**config.mk**
```make
export PLATFORM = sky130hd
export DESIGN_NAME = ds_unpacker
export DESIGN_NICKNAME = d
export VERILOG_FILES = /design/src/logic/hpsdr_proto_pkg.sv /design/src/logic/ds_unpacker.sv
export VERILOG_INCLUDE_DIRS = /design/src /design/src/logic
export SDC_FILE = /design/constraint.sdc
export NUM_CORES = 1
export LEC_CHECK = 0
export BUFFER_PORTS_ARGS = -buffer_cell sky130_fd_sc_hd__buf_2
export CAP_MARGIN = 10
export CORE_MARGIN = 3
export CORE_UTILIZATION = 40
export CTS_CLUSTER_SIZE = 24
export DETAILED_ROUTE_END_ITERATION = 12
export PLACE_DENSITY = 0.7
export SLEW_MARGIN = 20
export SYNTH_ARGS = -nofsm -noshare
export SYNTH_HDL_FRONTEND = slang
export SYNTH_SLANG_ARGS = --single-unit
```
**constraint.sdc**
```tcl
create_clock -name clk -period 2.4 [get_ports clk]
set_input_delay 0.24 -clock clk [delete_from_list [all_inputs] [get_ports clk]]
set_output_delay 0.24 -clock clk [all_outputs]
set_load 0.02 [all_outputs]
```
**src/logic/hpsdr_config.svh**
```systemverilog
// HPSDR downstream constants for port matching, framing bytes and buffer sizing.
`ifndef HPSDR_CONFIG_SVH
`define HPSDR_CONFIG_SVH

// ~~~~~~~~~~~~~~~~~~~~~~~~~~~~~~~~~~~~~~~~
// Protocol 1 framing
// ~~~~~~~~~~~~~~~~~~~~~~~~~~~~~~~~~~~~~~~~
`define HPSDR_PORT   16'd1024  // Accepted UDP port.
`define HPSDR_PRE0   8'hEF     // First Metis preamble byte.
`define HPSDR_PRE1   8'hFE     // Second Metis preamble byte.
`define HPSDR_SYNC   8'h7F     // Subframe sync byte.
`define HPSDR_GROUPS 63        // Sample groups per subframe.

// ~~~~~~~~~~~~~~~~~~~~~~~~~~~~~~~~~~~~~~~~
// Sample buffer
// ~~~~~~~~~~~~~~~~~~~~~~~~~~~~~~~~~~~~~~~~
`define HPSDR_BUF_AW 8         // Address bits per source region.

`endif

```
**src/logic/hpsdr_proto_pkg.sv**
```systemverilog
// Protocol types for the downstream parser: states, frame opcodes and command word.
`default_nettype none

package hpsdr_proto_pkg;

  // Values follow the legacy parser encoding.
  typedef enum logic [4:0] {
    START     = 5'h00,
    PREAMBLE  = 5'h01,
    DECODE    = 5'h02,
    RUNSTOP   = 5'h03,
    DISCOVERY = 5'h04,
    ENDPOINT  = 5'h05,
    SEQNO3    = 5'h06,
    SEQNO2    = 5'h07,
    SEQNO1    = 5'h08,
    SEQNO0    = 5'h0a,
    SYNC2     = 5'h10,
    SYNC1     = 5'h11,
    SYNC0     = 5'h12,
    CMDCTRL   = 5'h13,
    CMDDATA3  = 5'h14,
    CMDDATA2  = 5'h15,
    CMDDATA1  = 5'h16,
    CMDDATA0  = 5'h17,
    PUSHL1    = 5'h18,
    PUSHL0    = 5'h19,
    PUSHR1    = 5'h1a,
    PUSHR0    = 5'h1b,
    PUSHI1    = 5'h1c,
    PUSHI0    = 5'h1d,
    PUSHQ1    = 5'h1e,
    PUSHQ0    = 5'h1f
  } ds_state_e;

  typedef enum logic [7:0] {
    FRAME_DATA     = 8'h01,
    FRAME_DISCOVER = 8'h02,
    FRAME_RUNSTOP  = 8'h04
  } frame_type_e;

  typedef struct packed {
    logic        resprqst;  // Host asks for a response.
    logic [5:0]  addr;
    logic        ptt;
    logic [31:0] data;
  } ds_cmd_t;

endpackage

`default_nettype wire

```
**src/logic/ds_unpacker.sv**
```systemverilog
// Downstream protocol 1 parser: preamble, frame type, commands and sample strobes.
`timescale 1ns/10ps
`default_nettype none
`include "hpsdr_config.svh"

module ds_unpacker (
  input  wire                      clk,
  input  wire                      arst_n,
  input  wire [15:0]               eth_port,
  input  wire                      eth_broadcast,
  input  wire                      eth_valid,
  input  wire [7:0]                eth_data,
  input  wire                      eth_unreachable,
  output logic                     eth_metis_discovery,
  output logic                     run,
  output logic                     wide_spectrum,
  output logic [7:0]               sample_data,
  output logic                     lr_valid,
  output logic                     iq_valid,
  output hpsdr_proto_pkg::ds_cmd_t cmd,
  output logic                     cmd_valid
);
  import hpsdr_proto_pkg::*;

  localparam logic [7:0] EP_SAMPLES = 8'h02;  // Endpoint carrying TX samples.

  ds_state_e   state;
  ds_state_e   state_next;
  frame_type_e frame_type;
  logic [5:0]  pushcnt;
  logic [5:0]  pushcnt_next;
  logic        subframe;
  logic        subframe_next;
  logic        run_next;
  logic        wide_spectrum_next;
  ds_cmd_t     cmd_next;
  logic        cmd_valid_next;
  logic        port_ok;

  assign port_ok     = (eth_port == `HPSDR_PORT);
  assign frame_type  = frame_type_e'(eth_data);
  assign sample_data = eth_data;  // Samples pass straight through.

  // ~~~~~~~~~~~~~~~~~~~~~~~~~~~~~~~~~~~~~~~~
  // Registers
  // ~~~~~~~~~~~~~~~~~~~~~~~~~~~~~~~~~~~~~~~~
  always_ff @(posedge clk or negedge arst_n) begin
    if (!arst_n) begin
      state         <= START;
      run           <= 1'b0;
      wide_spectrum <= 1'b0;
      pushcnt       <= '0;
      subframe      <= 1'b0;
      cmd_valid     <= 1'b0;
    end else begin
      pushcnt   <= pushcnt_next;
      subframe  <= subframe_next;
      cmd_valid <= cmd_valid_next;
      if (eth_unreachable) begin
        state         <= START;
        run           <= 1'b0;
        wide_spectrum <= 1'b0;
      end else if (!eth_valid) begin
        state <= START;  // Gap in the stream ends the frame.
      end else begin
        state         <= state_next;
        run           <= run_next;
        wide_spectrum <= wide_spectrum_next;
      end
    end
  end

  always_ff @(posedge clk) begin
    cmd <= cmd_next;
  end

  // ~~~~~~~~~~~~~~~~~~~~~~~~~~~~~~~~~~~~~~~~
  // Next state and strobes
  // ~~~~~~~~~~~~~~~~~~~~~~~~~~~~~~~~~~~~~~~~
  always_comb begin
    state_next          = START;
    run_next            = run;
    wide_spectrum_next  = wide_spectrum;
    pushcnt_next        = pushcnt;
    subframe_next       = subframe;
    cmd_next            = cmd;
    cmd_valid_next      = 1'b0;
    eth_metis_discovery = 1'b0;
    lr_valid            = 1'b0;
    iq_valid            = 1'b0;

    case (state)
      START: begin
        subframe_next = 1'b0;
        if (eth_data == `HPSDR_PRE0 && port_ok) state_next = PREAMBLE;
      end
      PREAMBLE: begin
        if (eth_data == `HPSDR_PRE1 && port_ok) state_next = DECODE;
      end
      DECODE: begin
        case (frame_type)
          FRAME_DATA:     state_next = ENDPOINT;
          FRAME_RUNSTOP:  state_next = RUNSTOP;
          FRAME_DISCOVER: state_next = eth_broadcast ? DISCOVERY : START;
          default:        state_next = START;
        endcase
      end
      RUNSTOP: begin
        run_next           = eth_data[0];
        wide_spectrum_next = eth_data[1];
      end
      DISCOVERY: begin
        eth_metis_discovery = eth_valid;
        state_next          = DISCOVERY;  // Held until the frame ends.
      end
      ENDPOINT: begin
        if (eth_data == EP_SAMPLES) state_next = SEQNO3;
      end
      SEQNO3:   state_next = SEQNO2;
      SEQNO2:   state_next = SEQNO1;
      SEQNO1:   state_next = SEQNO0;
      SEQNO0:   state_next = SYNC2;
      SYNC2: begin
        pushcnt_next = '0;
        if (eth_data == `HPSDR_SYNC) state_next = SYNC1;
      end
      SYNC1: begin
        pushcnt_next = '0;
        if (eth_data == `HPSDR_SYNC) state_next = SYNC0;
      end
      SYNC0: begin
        pushcnt_next = '0;
        if (eth_data == `HPSDR_SYNC) state_next = CMDCTRL;
      end
      CMDCTRL: begin
        cmd_next.resprqst = eth_data[7];
        cmd_next.addr     = eth_data[6:1];
        cmd_next.ptt      = eth_data[0];
        state_next        = CMDDATA3;
      end
      CMDDATA3: begin
        cmd_next.data[31:24] = eth_data;
        state_next           = CMDDATA2;
      end
      CMDDATA2: begin
        cmd_next.data[23:16] = eth_data;
        state_next           = CMDDATA1;
      end
      CMDDATA1: begin
        cmd_next.data[15:8] = eth_data;
        state_next          = CMDDATA0;
      end
      CMDDATA0: begin
        cmd_next.data[7:0] = eth_data;
        cmd_valid_next     = eth_valid && !eth_unreachable;
        state_next         = PUSHL1;
      end
      PUSHL1, PUSHL0, PUSHR1: begin
        lr_valid   = eth_valid;
        state_next = ds_state_e'(state + 5'd1);
      end
      PUSHR0: begin
        lr_valid     = eth_valid;
        pushcnt_next = pushcnt + 6'd1;
        state_next   = PUSHI1;
      end
      PUSHI1, PUSHI0, PUSHQ1: begin
        iq_valid   = eth_valid;
        state_next = ds_state_e'(state + 5'd1);
      end
      PUSHQ0: begin
        iq_valid = eth_valid;
        if (pushcnt != 6'(`HPSDR_GROUPS)) begin
          state_next = PUSHL1;
        end else if (!subframe) begin
          subframe_next = 1'b1;  // Second subframe follows.
          state_next    = SYNC2;
        end
      end
      default: state_next = START;
    endcase
  end

  a_one_stream: assert property (@(posedge clk) disable iff (!arst_n)
    !(lr_valid && iq_valid));

  a_cmd_pulse: assert property (@(posedge clk) disable iff (!arst_n)
    cmd_valid |=> !cmd_valid);

endmodule

`default_nettype wire

```
; After elaboration in Yosys (flattened, before gate mapping)
; Index checks and enable logic that the tools add are counted.
[classes]
reduce_logical = 15
n_eq_ne = 34
addsub = 2
n_mux = 26
[ops]
columns = cell, count
row1 = one-hot mux 5 bit (20 select lines), 1
row2 = "equality test 5 bit, second input constant", 16
row3 = two-way mux 5 bit, 7
row4 = "equality test 5 x 3 -> 1 bit, second input constant", 4
row5 = "equality test 16 x 11 -> 1 bit, second input constant", 1
row6 = "equality test 8 bit, second input constant", 2
row7 = two-way mux 1 bit, 12
row8 = one-hot mux 6 bit (2 select lines), 1
row9 = "equality test 5 x 2 -> 1 bit, second input constant", 2
row10 = "equality test 5 x 4 -> 1 bit, second input constant", 2
row11 = one-hot mux 3 bit (3 select lines), 1
row12 = "equality test 8 x 1 -> 1 bit, second input constant", 1
row13 = "equality test 8 x 2 -> 1 bit, second input constant", 1
row14 = "equality test 8 x 3 -> 1 bit, second input constant", 1
row15 = "equality test 8 x 7 -> 1 bit, second input constant", 1
row16 = nonzero test 2 bit, 4
row17 = OR reduction 4 bit, 2
row18 = "adder 6 x 1 -> 6 bit, second input constant", 1
row19 = two-way mux 3 bit, 2
row20 = "inequality test 6 bit, second input constant", 1
row21 = OR reduction 6 bit, 1
row22 = "adder 5 x 1 -> 5 bit, second input constant", 1
row23 = "equality test 5 x 1 -> 1 bit, second input constant", 1
row24 = logical NOT 5 bit, 1
row25 = 7 further kinds, 10
[word_totals]
register_bits = 55
output_inout_bits = 54
inputBits = 29
elab_cells = 90

; Longest topological paths before layout
; Gate-level depths: netlist of run 1.
[depth]
word_depth = 6
ltp_mapped = 9
ltp_nobuf = 7

; Worst setup path before layout of run 1
; OpenSTA, ideal clock, no wires.
[synth_timing]
path_type = reg2reg
from = register state[0]
to = register state[1]
t_arrival_ns = 1.864
t_required_ns = 2.276
slack_ns = 0.412
synth_period_minus_slack_ns = 1.988
path_buffers = 2
path_stages_with_launch = 10
setup_ns = 0.124
path_cell_list = dfrtp_1 -> inv_1 -> ha_1 -> buf_6 -> or3_1 -> buf_2 -> and3_4 -> a21oi_2 -> o311ai_1 -> o31a_1
[synth_between]
elab_chain_cells = 5
word_cells_on_any_way = 30
cone_classes = 1 x add/sub / 24 x eq/ne / 3 x mux / 2 x reduce/logical
[synth_lines]
columns = element, line_no
row1 = "start, declared", ds_unpacker.sv:27  ; ds_state_e state;
row2 = "start signal, assigned", ds_unpacker.sv:66  ; state <= state_next;
row3 = "parallel branches: the longest is 2 deep, another holds adder 5 x 1 -> 5 bit", --
row4 = one-hot mux 5 bit (20 select lines) (*), ds_unpacker.sv:92  ; case (state)
row5 = two-way mux 5 bit (*), ds_unpacker.sv:63  ; end else if (!eth_valid) begin
row6 = two-way mux 5 bit (*), ds_unpacker.sv:59  ; if (eth_unreachable) begin
; Mark *: on every way between the ends.
; A chain may end at the register's enable or synchronous reset.

; Worst setup path after layout of run 1
[layout_timing]
from = register state[1]
to = output iq_valid
[layout_between]
elab_chain_cells = 3
word_cells_on_any_way = 6
cone_classes = 4 x eq/ne / 1 x mux / 1 x reduce/logical
[layout_lines]
columns = element, line_no
row1 = equality test 5 bit, ds_unpacker.sv:92
row2 = OR reduction 4 bit (no line) (*), --
row3 = two-way mux 1 bit (*), ds_unpacker.sv:92
row4 = "end, declared", ds_unpacker.sv:19  ; output logic iq_valid,
; Every way passes the cells marked *; elsewhere a longest branch is shown, timed or not.

==> results.yml, run 1 <==
cts:
  cts-root-buf: "clkbuf_8"
  clock_sink_count: 55
  cts.path.max_buffers: 2
  number_of_buffers_inserted_during_clock_tree_synthesis: 5
  htree_depth: 2
  tritoncts: "built"
  worst_skew_pair.late_latency_ns: 0.31
  clkSlewWorstSetupHoldPaths_ns: 0.10
finish:
  final_common_cell: "buf_2"
  footprint_of_the_multi_input_gates_sq_um: 841
  drive_gt1_share_pct: 39.0
  antenna_diode_count: 0
  seqCellArea_sq_mm: 0.00158
  flow.area_growth_from_synthesis_pct: 21.4
  design.final.nets: 321
  mostFrequentLayoutCells: "buf_2, edfxtp_1, dfrtp_1"
  fillers: 511
  final_core_util_pct: 51.4
timing:
  finalSetupTns_ns: 0
  period_minus_slack_ns: 2.24
  timing.final.setup_violations: 0
  hold_viol_final: 0
  max_freq_ghz: 0.446
  grt_setup_unrepaired: "no"
  fin_worst_skew_ns: 0.00596
  max_slew.worst_pin.slew_ns: 0.465
  relSlewSlack_pct: 69.0
  final_max_slew_viol_count: 0
  fin_crit_sh_pct: 93.4
detailed_routing:
  post-route-drc-count: 0
  met1_length_um: 2300
  drt-pass1-iter-count: 4
  wl_per_cell_um: 15.8
  count_of_nets_left_with_antenna_violations_after_detail_routing: 0
  route.met3.wl_um: 465
  routed.top_layer: "met4"
  vias: 1922
  met2_wirelength_from_detailed_routing_um: 2900
  dr.first_iter.drc_count: 193
  drt_wl_total_um: 5720
  drt-vias-per-instance: 5.31
power_and_ir_drop:
  cellLeakagePower_nw: 1.33
  power.share.sequential_pct: 63.7
  combinational_fraction_of_design_power_pct: 4.8
  power.ir.vdd_worst_mv: 0.299
  power.share.switching_pct: 21.9
  pwr_density_cell_mw_per_mm2: 514
  switching_power_mw: 0.350
  internal_power_mw: 1.25
  pwr-share-clk_pct: 31.5
die:
  placementRows: 28
  die_area_sq_mm: 0.00741
  io-pin-count: 83
  floorplan.initialDensity_pct: 42.3
  floorplan.die.height_um: 86.1
  floorplan.die.width_um: 86.1
  core_sq_mm: 0.00606
logic_synthesis:
  yosys.cell_types.count: 48
  number_of_synthesized_register_bits: 55
  number_of_enable_type_register_cells_in_the_synthesized_netlist: 40
  syn_area_sq_mm: 0.00256
  ys_seq_area_share_pct: 61.5
  ys.flop_type: "edfxtp_1"
  synthCells: 202
  synth-async-reset-ratio_pct: 27.3
  synth.net_count: 237
  syn_avg_cell_area_sq_um: 12.7
  synthesis.yosys.warnings: 0
setup_path:
  data_required_time_of_the_worst_path_ns: 2.16
  register_to_register_setup_slack_ns: 0.25
  critPathLaunch: "state[1]"
  critPathKind: "reg2out"
  setup.worst_path.start_class: "register"
  timing.critical_path.to: "iq_valid"
  critical_path.max_stage_delay_ns: 0.42
  reg2reg_to: "state[0]"
  cp.arrival_ns: 2.00
  cp_max_fo: 9
  worst_r2r_path_depth: 7
  cell_by_cell_listing_of_the_critical_path: "buf_4, ha_1, or3_4, and3_4, a21oi_1, nor2_1, buf_2"
  endpoint_kind: "primary output"
  critical_path.reg2reg.startpoint: "state[0]"
  slowest_stage: "or3_4"
grt:
  gr-usage-all-layers_pct: 15.7
  gr-total-overflow: 0
  first_global_vias: 1785
  grt_start_max_net_pins: 18
  grt_pass1_wl_um: 9140
  grt_antenna_before_repair: 0
flow_run:
  max_cap_violations: 0
min_path:
  worstHoldPathType: "in2reg"
placement:
  port-buffer-count: 82
  dp_hpwl_um: 4180
  gp_congestion: 0.929
run_status:
  status: "complete, no violations"
==> timing repair <==
| item | CTS | global route |
|---|---|---|
| hold endpoints to repair | 15 | 0 |
| endpoints found under the setup margin | 1 | 1 |
| setup buffers | 0 | 2 |
| hold buffers | 1 | 0 |
| resized for setup | 1 | 1 |
==> registers in the layout, indices dropped and copies added, names as in the netlist <==
register,flops
cmd,40
pushcnt,6
state,5
cmd_valid,1
run,1
subframe,1
wide_spectrum,1
==> worst min path at each step <==
stage	to	cells past startpoint	slack, ns	from
after floorplan	cmd_valid	0	-0.06	arst_n
after global placement	cmd_valid	1	0.17	arst_n
after detailed placement	cmd_valid	1	0.18	arst_n
after CTS	wide_spectrum	2	0.14	eth_unreachable
after global routing	wide_spectrum	2	0.14	eth_unreachable
final	wide_spectrum	2	0.14	eth_unreachable
==> cells by family after synthesis <==
family	after synthesis	synth area share (%)
AO/OA/AOI/OAI	37	9.27
buffers and inverters	22	6.05
XOR/XNOR	2	0.683
flip-flops	55	61.5
multiplexers	2	0.781
adder cells (fa/ha/maj)	6	2.93
AND/OR/NAND/NOR	78	18.8
==> metrics by stage <==
step | hold slack, ns | total power [mW] | setup slack, ns | std cells | instance area (sq um)
floorplan | -0.0556 | 1.07 | 0.412 | 202 | 2560
global placement | 0.173 | 1.12 | 0.349 | 351 | 2990
detailed placement | 0.178 | 1.12 | 0.239 | 351 | 2990
CTS | 0.140 | 1.62 | 0.0656 | 360 | 3100
global route | 0.137 | 1.67 | 0.0425 | 362 | 3110
finish | 0.144 | 1.60 | 0.158 | 362 | 3110
==> synth_stat cells, types with 2 or more instances <==
cell	number	area share (%)
nor2_1	12	1.8
a21oi_1	9	1.8
nor4b_1	2	0.68
nand3_1	4	0.78
and3_1	8	2.0
o21a_1	2	0.59
nand4_1	7	1.7
a31oi_1	3	0.73
and2b_2	2	0.68
nor3_1	4	0.78
and2_1	2	0.49
or3_1	4	0.98
nand2_1	14	2.0
nor4_1	4	0.98
ha_1	6	2.9
inv_1	6	0.88
buf_4	8	2.3
nor3b_1	3	0.88
edfxtp_1	40	47
mux2i_1	2	0.78
nand3b_1	2	0.59
dfrtp_1	15	15
buf_6	4	1.8
o31a_1	3	1.0
o21ai_0	13	2.5
==> per-layer routing <==
metal  track usage (%)  vias to the layer above
li1                  -                      920
met5                 0                        -
met2              26.7                       87
met4              4.46                        0
met3              3.46                        7
met1              20.0                      908
==> power groups by stage <==
stage / clock (mW) / sequential, mW / combinational (mW)
after floorplan: 0 / 1.04 / 0.0305
after global placement: 0 / 1.04 / 0.0764
after detailed placement: 0 / 1.04 / 0.0778
after CTS: 0.518 / 1.02 / 0.0795
after global routing: 0.564 / 1.02 / 0.0852
final: 0.504 / 1.02 / 0.0776
==> layout make-up <==
cell class                      count  area share, %
Multi-Input combinational cell    125           27.0
Clock buffer                        5           2.21
Clock inverter                      3          0.643
Sequential cell                    55           50.6
Tap cell                           75           3.01
Timing Repair Buffer               92           15.7
Inverter                            7          0.844
==> critical path, delay by kind of cell (launching register included) <==
family                     cells  cell delay (ns)
and+or+nand+nor                3             0.69
AOI/OAI and AO/OA              1             0.14
buffers and inverters          2             0.29
DFF                            1             0.39
adders and majority gates      1             0.18
Power figures use the tool's default switching activity.
==> inputs of run 2 (changes only) <==
clock period = 2.6 ns   (was 2.4 ns; I/O delays follow)
==> results.yml, run 2 (same netlist as run 1, synthesis figures left out) <==
cts:
  tritoncts: "built"
  htree_depth: 2
  post_cts_repair_timing_setup_buffer_count: 0
  cts-root-buf: "clkbuf_8"
  cts.path.max_buffers: 2
  number_of_buffers_inserted_during_clock_tree_synthesis: 5
  clock_sink_count: 55
  clkSlewWorstSetupHoldPaths_ns: 0.09
  worst_skew_pair.late_latency_ns: 0.31
setup_path:
  register_to_register_setup_slack_ns: 0.44
  slowest_stage: "or3_4"
  critical_path.max_stage_delay_ns: 0.46
  worst_r2r_path_depth: 7
  reg2reg_to: "state[1]"
  cell_by_cell_listing_of_the_critical_path: "inv_1, ha_1, or3_4, and3_4, a21oi_1, nor2_1, buf_2"
  critical_path.reg2reg.startpoint: "state[0]"
  setup.worst_path.start_class: "register"
  data_required_time_of_the_worst_path_ns: 2.34
  endpoint_kind: "primary output"
  cp.arrival_ns: 2.17
  cp_max_fo: 10
  critPathKind: "reg2out"
grt:
  gr-total-overflow: 0
  first_global_vias: 1795
  gr-usage-all-layers_pct: 15.8
  groute.layer.met3.usage_pct: 3.75
  grtUsageMet1_pct: 19.5
  grt_start_max_net_pins: 21
  grt_most_used_layer: "met2"
  grt_antenna_before_repair: 0
  grt_pass1_wl_um: 9060
  use_met2_pct: 27.3
detailed_routing:
  wl_per_cell_um: 15.8
  drt_wl_total_um: 5620
  post-route-drc-count: 0
  dr.first_iter.drc_count: 264
  count_of_nets_left_with_antenna_violations_after_detail_routing: 0
  vias: 1908
  drt-pass1-iter-count: 5
  drt-vias-per-instance: 5.37
timing:
  period_minus_slack_ns: 2.43
  max_slew.worst_pin.slew_ns: 0.667
  fin_worst_skew_ns: 0.00719
  hold_viol_final: 0
  max_freq_ghz: 0.412
  relSlewSlack_pct: 55.2
  fin_crit_sh_pct: 93.3
  whs_ns: 0.172
  final_max_slew_viol_count: 0
  timing.final.setup_violations: 0
  finalSetupTns_ns: 0
  grt_setup_unrepaired: "no"
placement:
  dp_hpwl_um: 4110
  gp_congestion: 0.858
  port-buffer-count: 82
min_path:
  min-delay-start: "eth_unreachable"
  worstHoldPathType: "in2reg"
  hold_depth: 2
  worstHoldEndpoint: "wide_spectrum"
die:
  floorplan.die.height_um: 86.1
  die_area_sq_mm: 0.00741
  core_sq_mm: 0.00606
  io-pin-count: 83
  floorplan.initialDensity_pct: 42.3
  floorplan.die.width_um: 86.1
  placementRows: 28
run_status:
  status: "complete, no violations"
finish:
  fillers: 513
  leading_registers_by_flop_count: "cmd x40, pushcnt x6, state x5"
  final_common_cell: "buf_2"
  design.final.nets: 314
  max_flop_register: "cmd"
  flow.area_growth_from_synthesis_pct: 20.1
  largest_register_ffs: 40
  mostFrequentLayoutCells: "buf_2, edfxtp_1, dfrtp_1"
  antenna_diode_count: 0
  drive_gt1_share_pct: 37.1
power_and_ir_drop:
  cellLeakagePower_nw: 1.30
  power.ir.vdd_worst_mv: 0.286
  pwr_density_cell_mw_per_mm2: 509
flow_run:
  max_cap_violations: 0
## run 2: through the flow
step           total power, mW  instances  setup slack, ns  cell area [sq um]  util, %
6_report                  1.57        355            0.174               3080     50.8
5_1_grt                   1.62        355           0.0397               3080     50.8
4_1_cts                   1.58        355            0.111               3080     50.7
3_5_place_dp              1.03        346            0.395               2960     48.8
3_3_place_gp              1.03        346            0.468               2960     48.8
2_1_floorplan            0.989        202            0.612               2560        -
## run 2: what timing repair did
item                                   4_1_cts  5_1_grt
gates resized for setup                      0        1
hold buffers                                 1        0
setup endpoints to repair                    0        1
endpoints found under the hold margin       15        0
## run 2: layout make-up
class	instances	area [sq um]	area share [%]
Clock buffer	6	72.6	2.36
Clock inverter	2	37.5	1.22
Inverter	7	26.3	0.853
Multi-Input combinational cell	125	838	27.2
Sequential cell	55	1580	51.2
Tap cell	75	93.8	3.05
Timing Repair Buffer	85	435	14.1
## run 2: worst max path at each step
| stage | from | slack [ns] | end |
|---|---|---|---|
| final | state[0] | 0.17 | iq_valid |
| after global routing | state[0] | 0.04 | iq_valid |
| after CTS | state[0] | 0.11 | iq_valid |
| after detailed placement | state[0] | 0.40 | state[1] |
| after global placement | state[0] | 0.47 | state[2] |
| after floorplan | state[0] | 0.61 | state[1] |
## run 2: layer usage
| metal | vias to the layer above | routed length [um] |
|---|---|---|
| met5 | - | 0 |
| met2 | 90 | 2780 |
| met3 | 7 | 494 |
| met1 | 913 | 2270 |
| li1 | 898 | - |
| met4 | 0 | 74 |
## run 2: critical path, delay by kind of cell (launching register included)
family	cells	cell delay, ns
DFF	1	0.42
buffers and inverters	2	0.25
adders and majority gates	1	0.32
and+or+nand+nor	3	0.73
AOI/OAI and AO/OA	1	0.14
## run 2: power by group
group	internal [mW]	leakage (nW)	switching [mW]
clock network	0.287	0.0514	0.267
logic	0.0255	0.680	0.0461
registers	0.941	0.569	0.000000000831
==> inputs of run 3 (changes only) <==
==> constraint.sdc (replaced) <==
create_clock -name clk -period 2.6 [get_ports clk]
set_input_delay 0.52 -clock clk [delete_from_list [all_inputs] [get_ports clk]]
set_output_delay 0.52 -clock clk [all_outputs]
set_load 0.02 [all_outputs]
==> results.yml, run 3 (same netlist as run 1, synthesis figures left out) <==
placement:
  gp_congestion: 0.859
  port-buffer-count: 82
  dp_hpwl_um: 4150
finish:
  design.final.nets: 321
  drive_gt1_share_pct: 40.8
  footprint_of_the_multi_input_gates_sq_um: 847
  antenna_diode_count: 0
  final_common_cell: "buf_2"
  seqCellArea_sq_mm: 0.00158
  leading_registers_by_flop_count: "cmd x40, pushcnt x6, state x5"
  largest_register_ffs: 40
  final_core_util_pct: 51.5
  fillers: 500
  mostFrequentLayoutCells: "buf_2, edfxtp_1, nand2_1, dfrtp_1, o21ai_0"
  flow.area_growth_from_synthesis_pct: 21.7
  max_flop_register: "cmd"
timing:
  fin_worst_skew_ns: 0.00573
  timing.final.setup_violations: 0
  relSlewSlack_pct: 60.6
  finalSetupTns_ns: 0
  max_freq_ghz: 0.402
  max_slew.worst_pin.slew_ns: 0.587
  period_minus_slack_ns: 2.49
  hold_viol_final: 0
  grt_setup_unrepaired: "no"
  fin_crit_sh_pct: 95.6
  final_max_slew_viol_count: 0
power_and_ir_drop:
  cellLeakagePower_nw: 1.33
  combinational_fraction_of_design_power_pct: 4.8
  pwr_density_cell_mw_per_mm2: 477
  switching_power_mw: 0.329
  internal_power_mw: 1.16
  power.share.switching_pct: 22.1
  pwr-share-clk_pct: 32.0
  power.share.sequential_pct: 63.2
  power.ir.vdd_worst_mv: 0.310
die:
  placementRows: 28
  floorplan.initialDensity_pct: 42.3
  floorplan.die.height_um: 86.1
  floorplan.die.width_um: 86.1
  core_sq_mm: 0.00606
  io-pin-count: 83
  die_area_sq_mm: 0.00741
detailed_routing:
  count_of_nets_left_with_antenna_violations_after_detail_routing: 0
  wl_per_cell_um: 15.8
  drt_wl_total_um: 5730
  post-route-drc-count: 0
  drt-vias-per-instance: 5.34
  vias: 1932
  drt-pass1-iter-count: 4
  dr.first_iter.drc_count: 209
cts:
  cts.path.max_buffers: 2
  tritoncts: "built"
  clock_sink_count: 55
  worst_skew_pair.late_latency_ns: 0.31
  clkSlewWorstSetupHoldPaths_ns: 0.10
  number_of_buffers_inserted_during_clock_tree_synthesis: 5
  holdBufCountCts: 0
  htree_depth: 2
  cts-root-buf: "clkbuf_8"
grt:
  grt_antenna_before_repair: 0
  grt_start_max_net_pins: 19
  first_global_vias: 1788
  gr-usage-all-layers_pct: 15.1
  gr-total-overflow: 0
  grt_pass1_wl_um: 8910
setup_path:
  data_required_time_of_the_worst_path_ns: 2.08
  setup.worst_path.start_class: "register"
  cell_by_cell_listing_of_the_critical_path: "inv_1, ha_1, or3_4, and3_4, a21oi_2, nor2_1, buf_2"
  reg2reg_to: "state[2]"
  critPathKind: "reg2out"
  register_to_register_setup_slack_ns: 0.39
  slowest_stage: "dfrtp_1"
  endpoint_kind: "primary output"
  critical_path.max_stage_delay_ns: 0.41
  critical_path.reg2reg.startpoint: "state[1]"
  cp.arrival_ns: 1.97
  worst_r2r_path_depth: 9
  critical_path_buf_inv_count: 2
  critical-path-top-delay-family: "simple AND/OR/NAND/NOR gates"
  cp_max_fo: 5
flow_run:
  max_cap_violations: 0
min_path:
  worstHoldPathType: "in2async"
run_status:
  status: "complete, no violations"
run 3: how the worst max path moves through the flow:
stage                to  startpoint  slack, ns  cells after the start
6_report       iq_valid    state[1]       0.11                      7
4_1_cts        iq_valid    state[0]       0.02                      7
3_3_place_gp   iq_valid    state[0]       0.32                      7
3_5_place_dp   iq_valid    state[0]       0.27                      7
5_1_grt        iq_valid    state[1]      0.007                      7
2_1_floorplan  iq_valid    state[0]       0.41                      8
run 3: power by group through the flow:
stage	clock [mW]	sequential [mW]	combinational (mW)
floorplan	0	0.961	0.0281
global placement	0	0.960	0.0705
detailed placement	0	0.960	0.0717
CTS	0.492	0.941	0.0720
global route	0.529	0.941	0.0777
finish	0.476	0.941	0.0711
run 3: cell type report:
class | instances | share of cell area [%]
Timing Repair Buffer | 92 | 15.6
Inverter | 7 | 0.842
Tap cell | 75 | 3.01
Clock buffer | 5 | 2.20
Sequential cell | 55 | 50.5
Multi-Input combinational cell | 125 | 27.1
Clock inverter | 3 | 0.721
run 3: timing repair:
item	CTS	global route
gates resized for setup	1	4
endpoints found under the setup margin	1	1
pin swaps	0	1
buffers inserted	0	6
gates cloned	0	0
run 3: worst reg2reg max path: stages, from the launching register on:
cell	delay (ns)
dfrtp_1	0.43
inv_1	0.10
ha_2	0.25
or3_4	0.17
buf_4	0.11
buf_4	0.10
nand2_1	0.04
a22o_2	0.24
a311oi_2	0.50
o31a_1	0.22
run 3: per-stage QoR:
| stage | hold slack [ns] | area (sq um) | power [mW] | instances | setup WS (ns) |
|---|---|---|---|---|---|
| 2_1_floorplan | 0.224 | 2560 | 0.989 | 202 | 0.408 |
| 3_3_place_gp | 0.452 | 2970 | 1.03 | 348 | 0.324 |
| 3_5_place_dp | 0.455 | 2970 | 1.03 | 348 | 0.274 |
| 4_1_cts | 0.118 | 3070 | 1.50 | 356 | 0.0164 |
| 5_1_grt | 0.120 | 3120 | 1.55 | 362 | 0.00705 |
| 6_report | 0.111 | 3120 | 1.49 | 362 | 0.114 |
run 3: routing by layer:
layer / vias up / global-route usage (%) / share of wire, %
met5: - / 0 / 0
met4: 0 / 4.46 / 0.77
met3: 7 / 3.46 / 8.1
met2: 84 / 25.7 / 49
met1: 913 / 19.3 / 42
li1: 928 / - / -
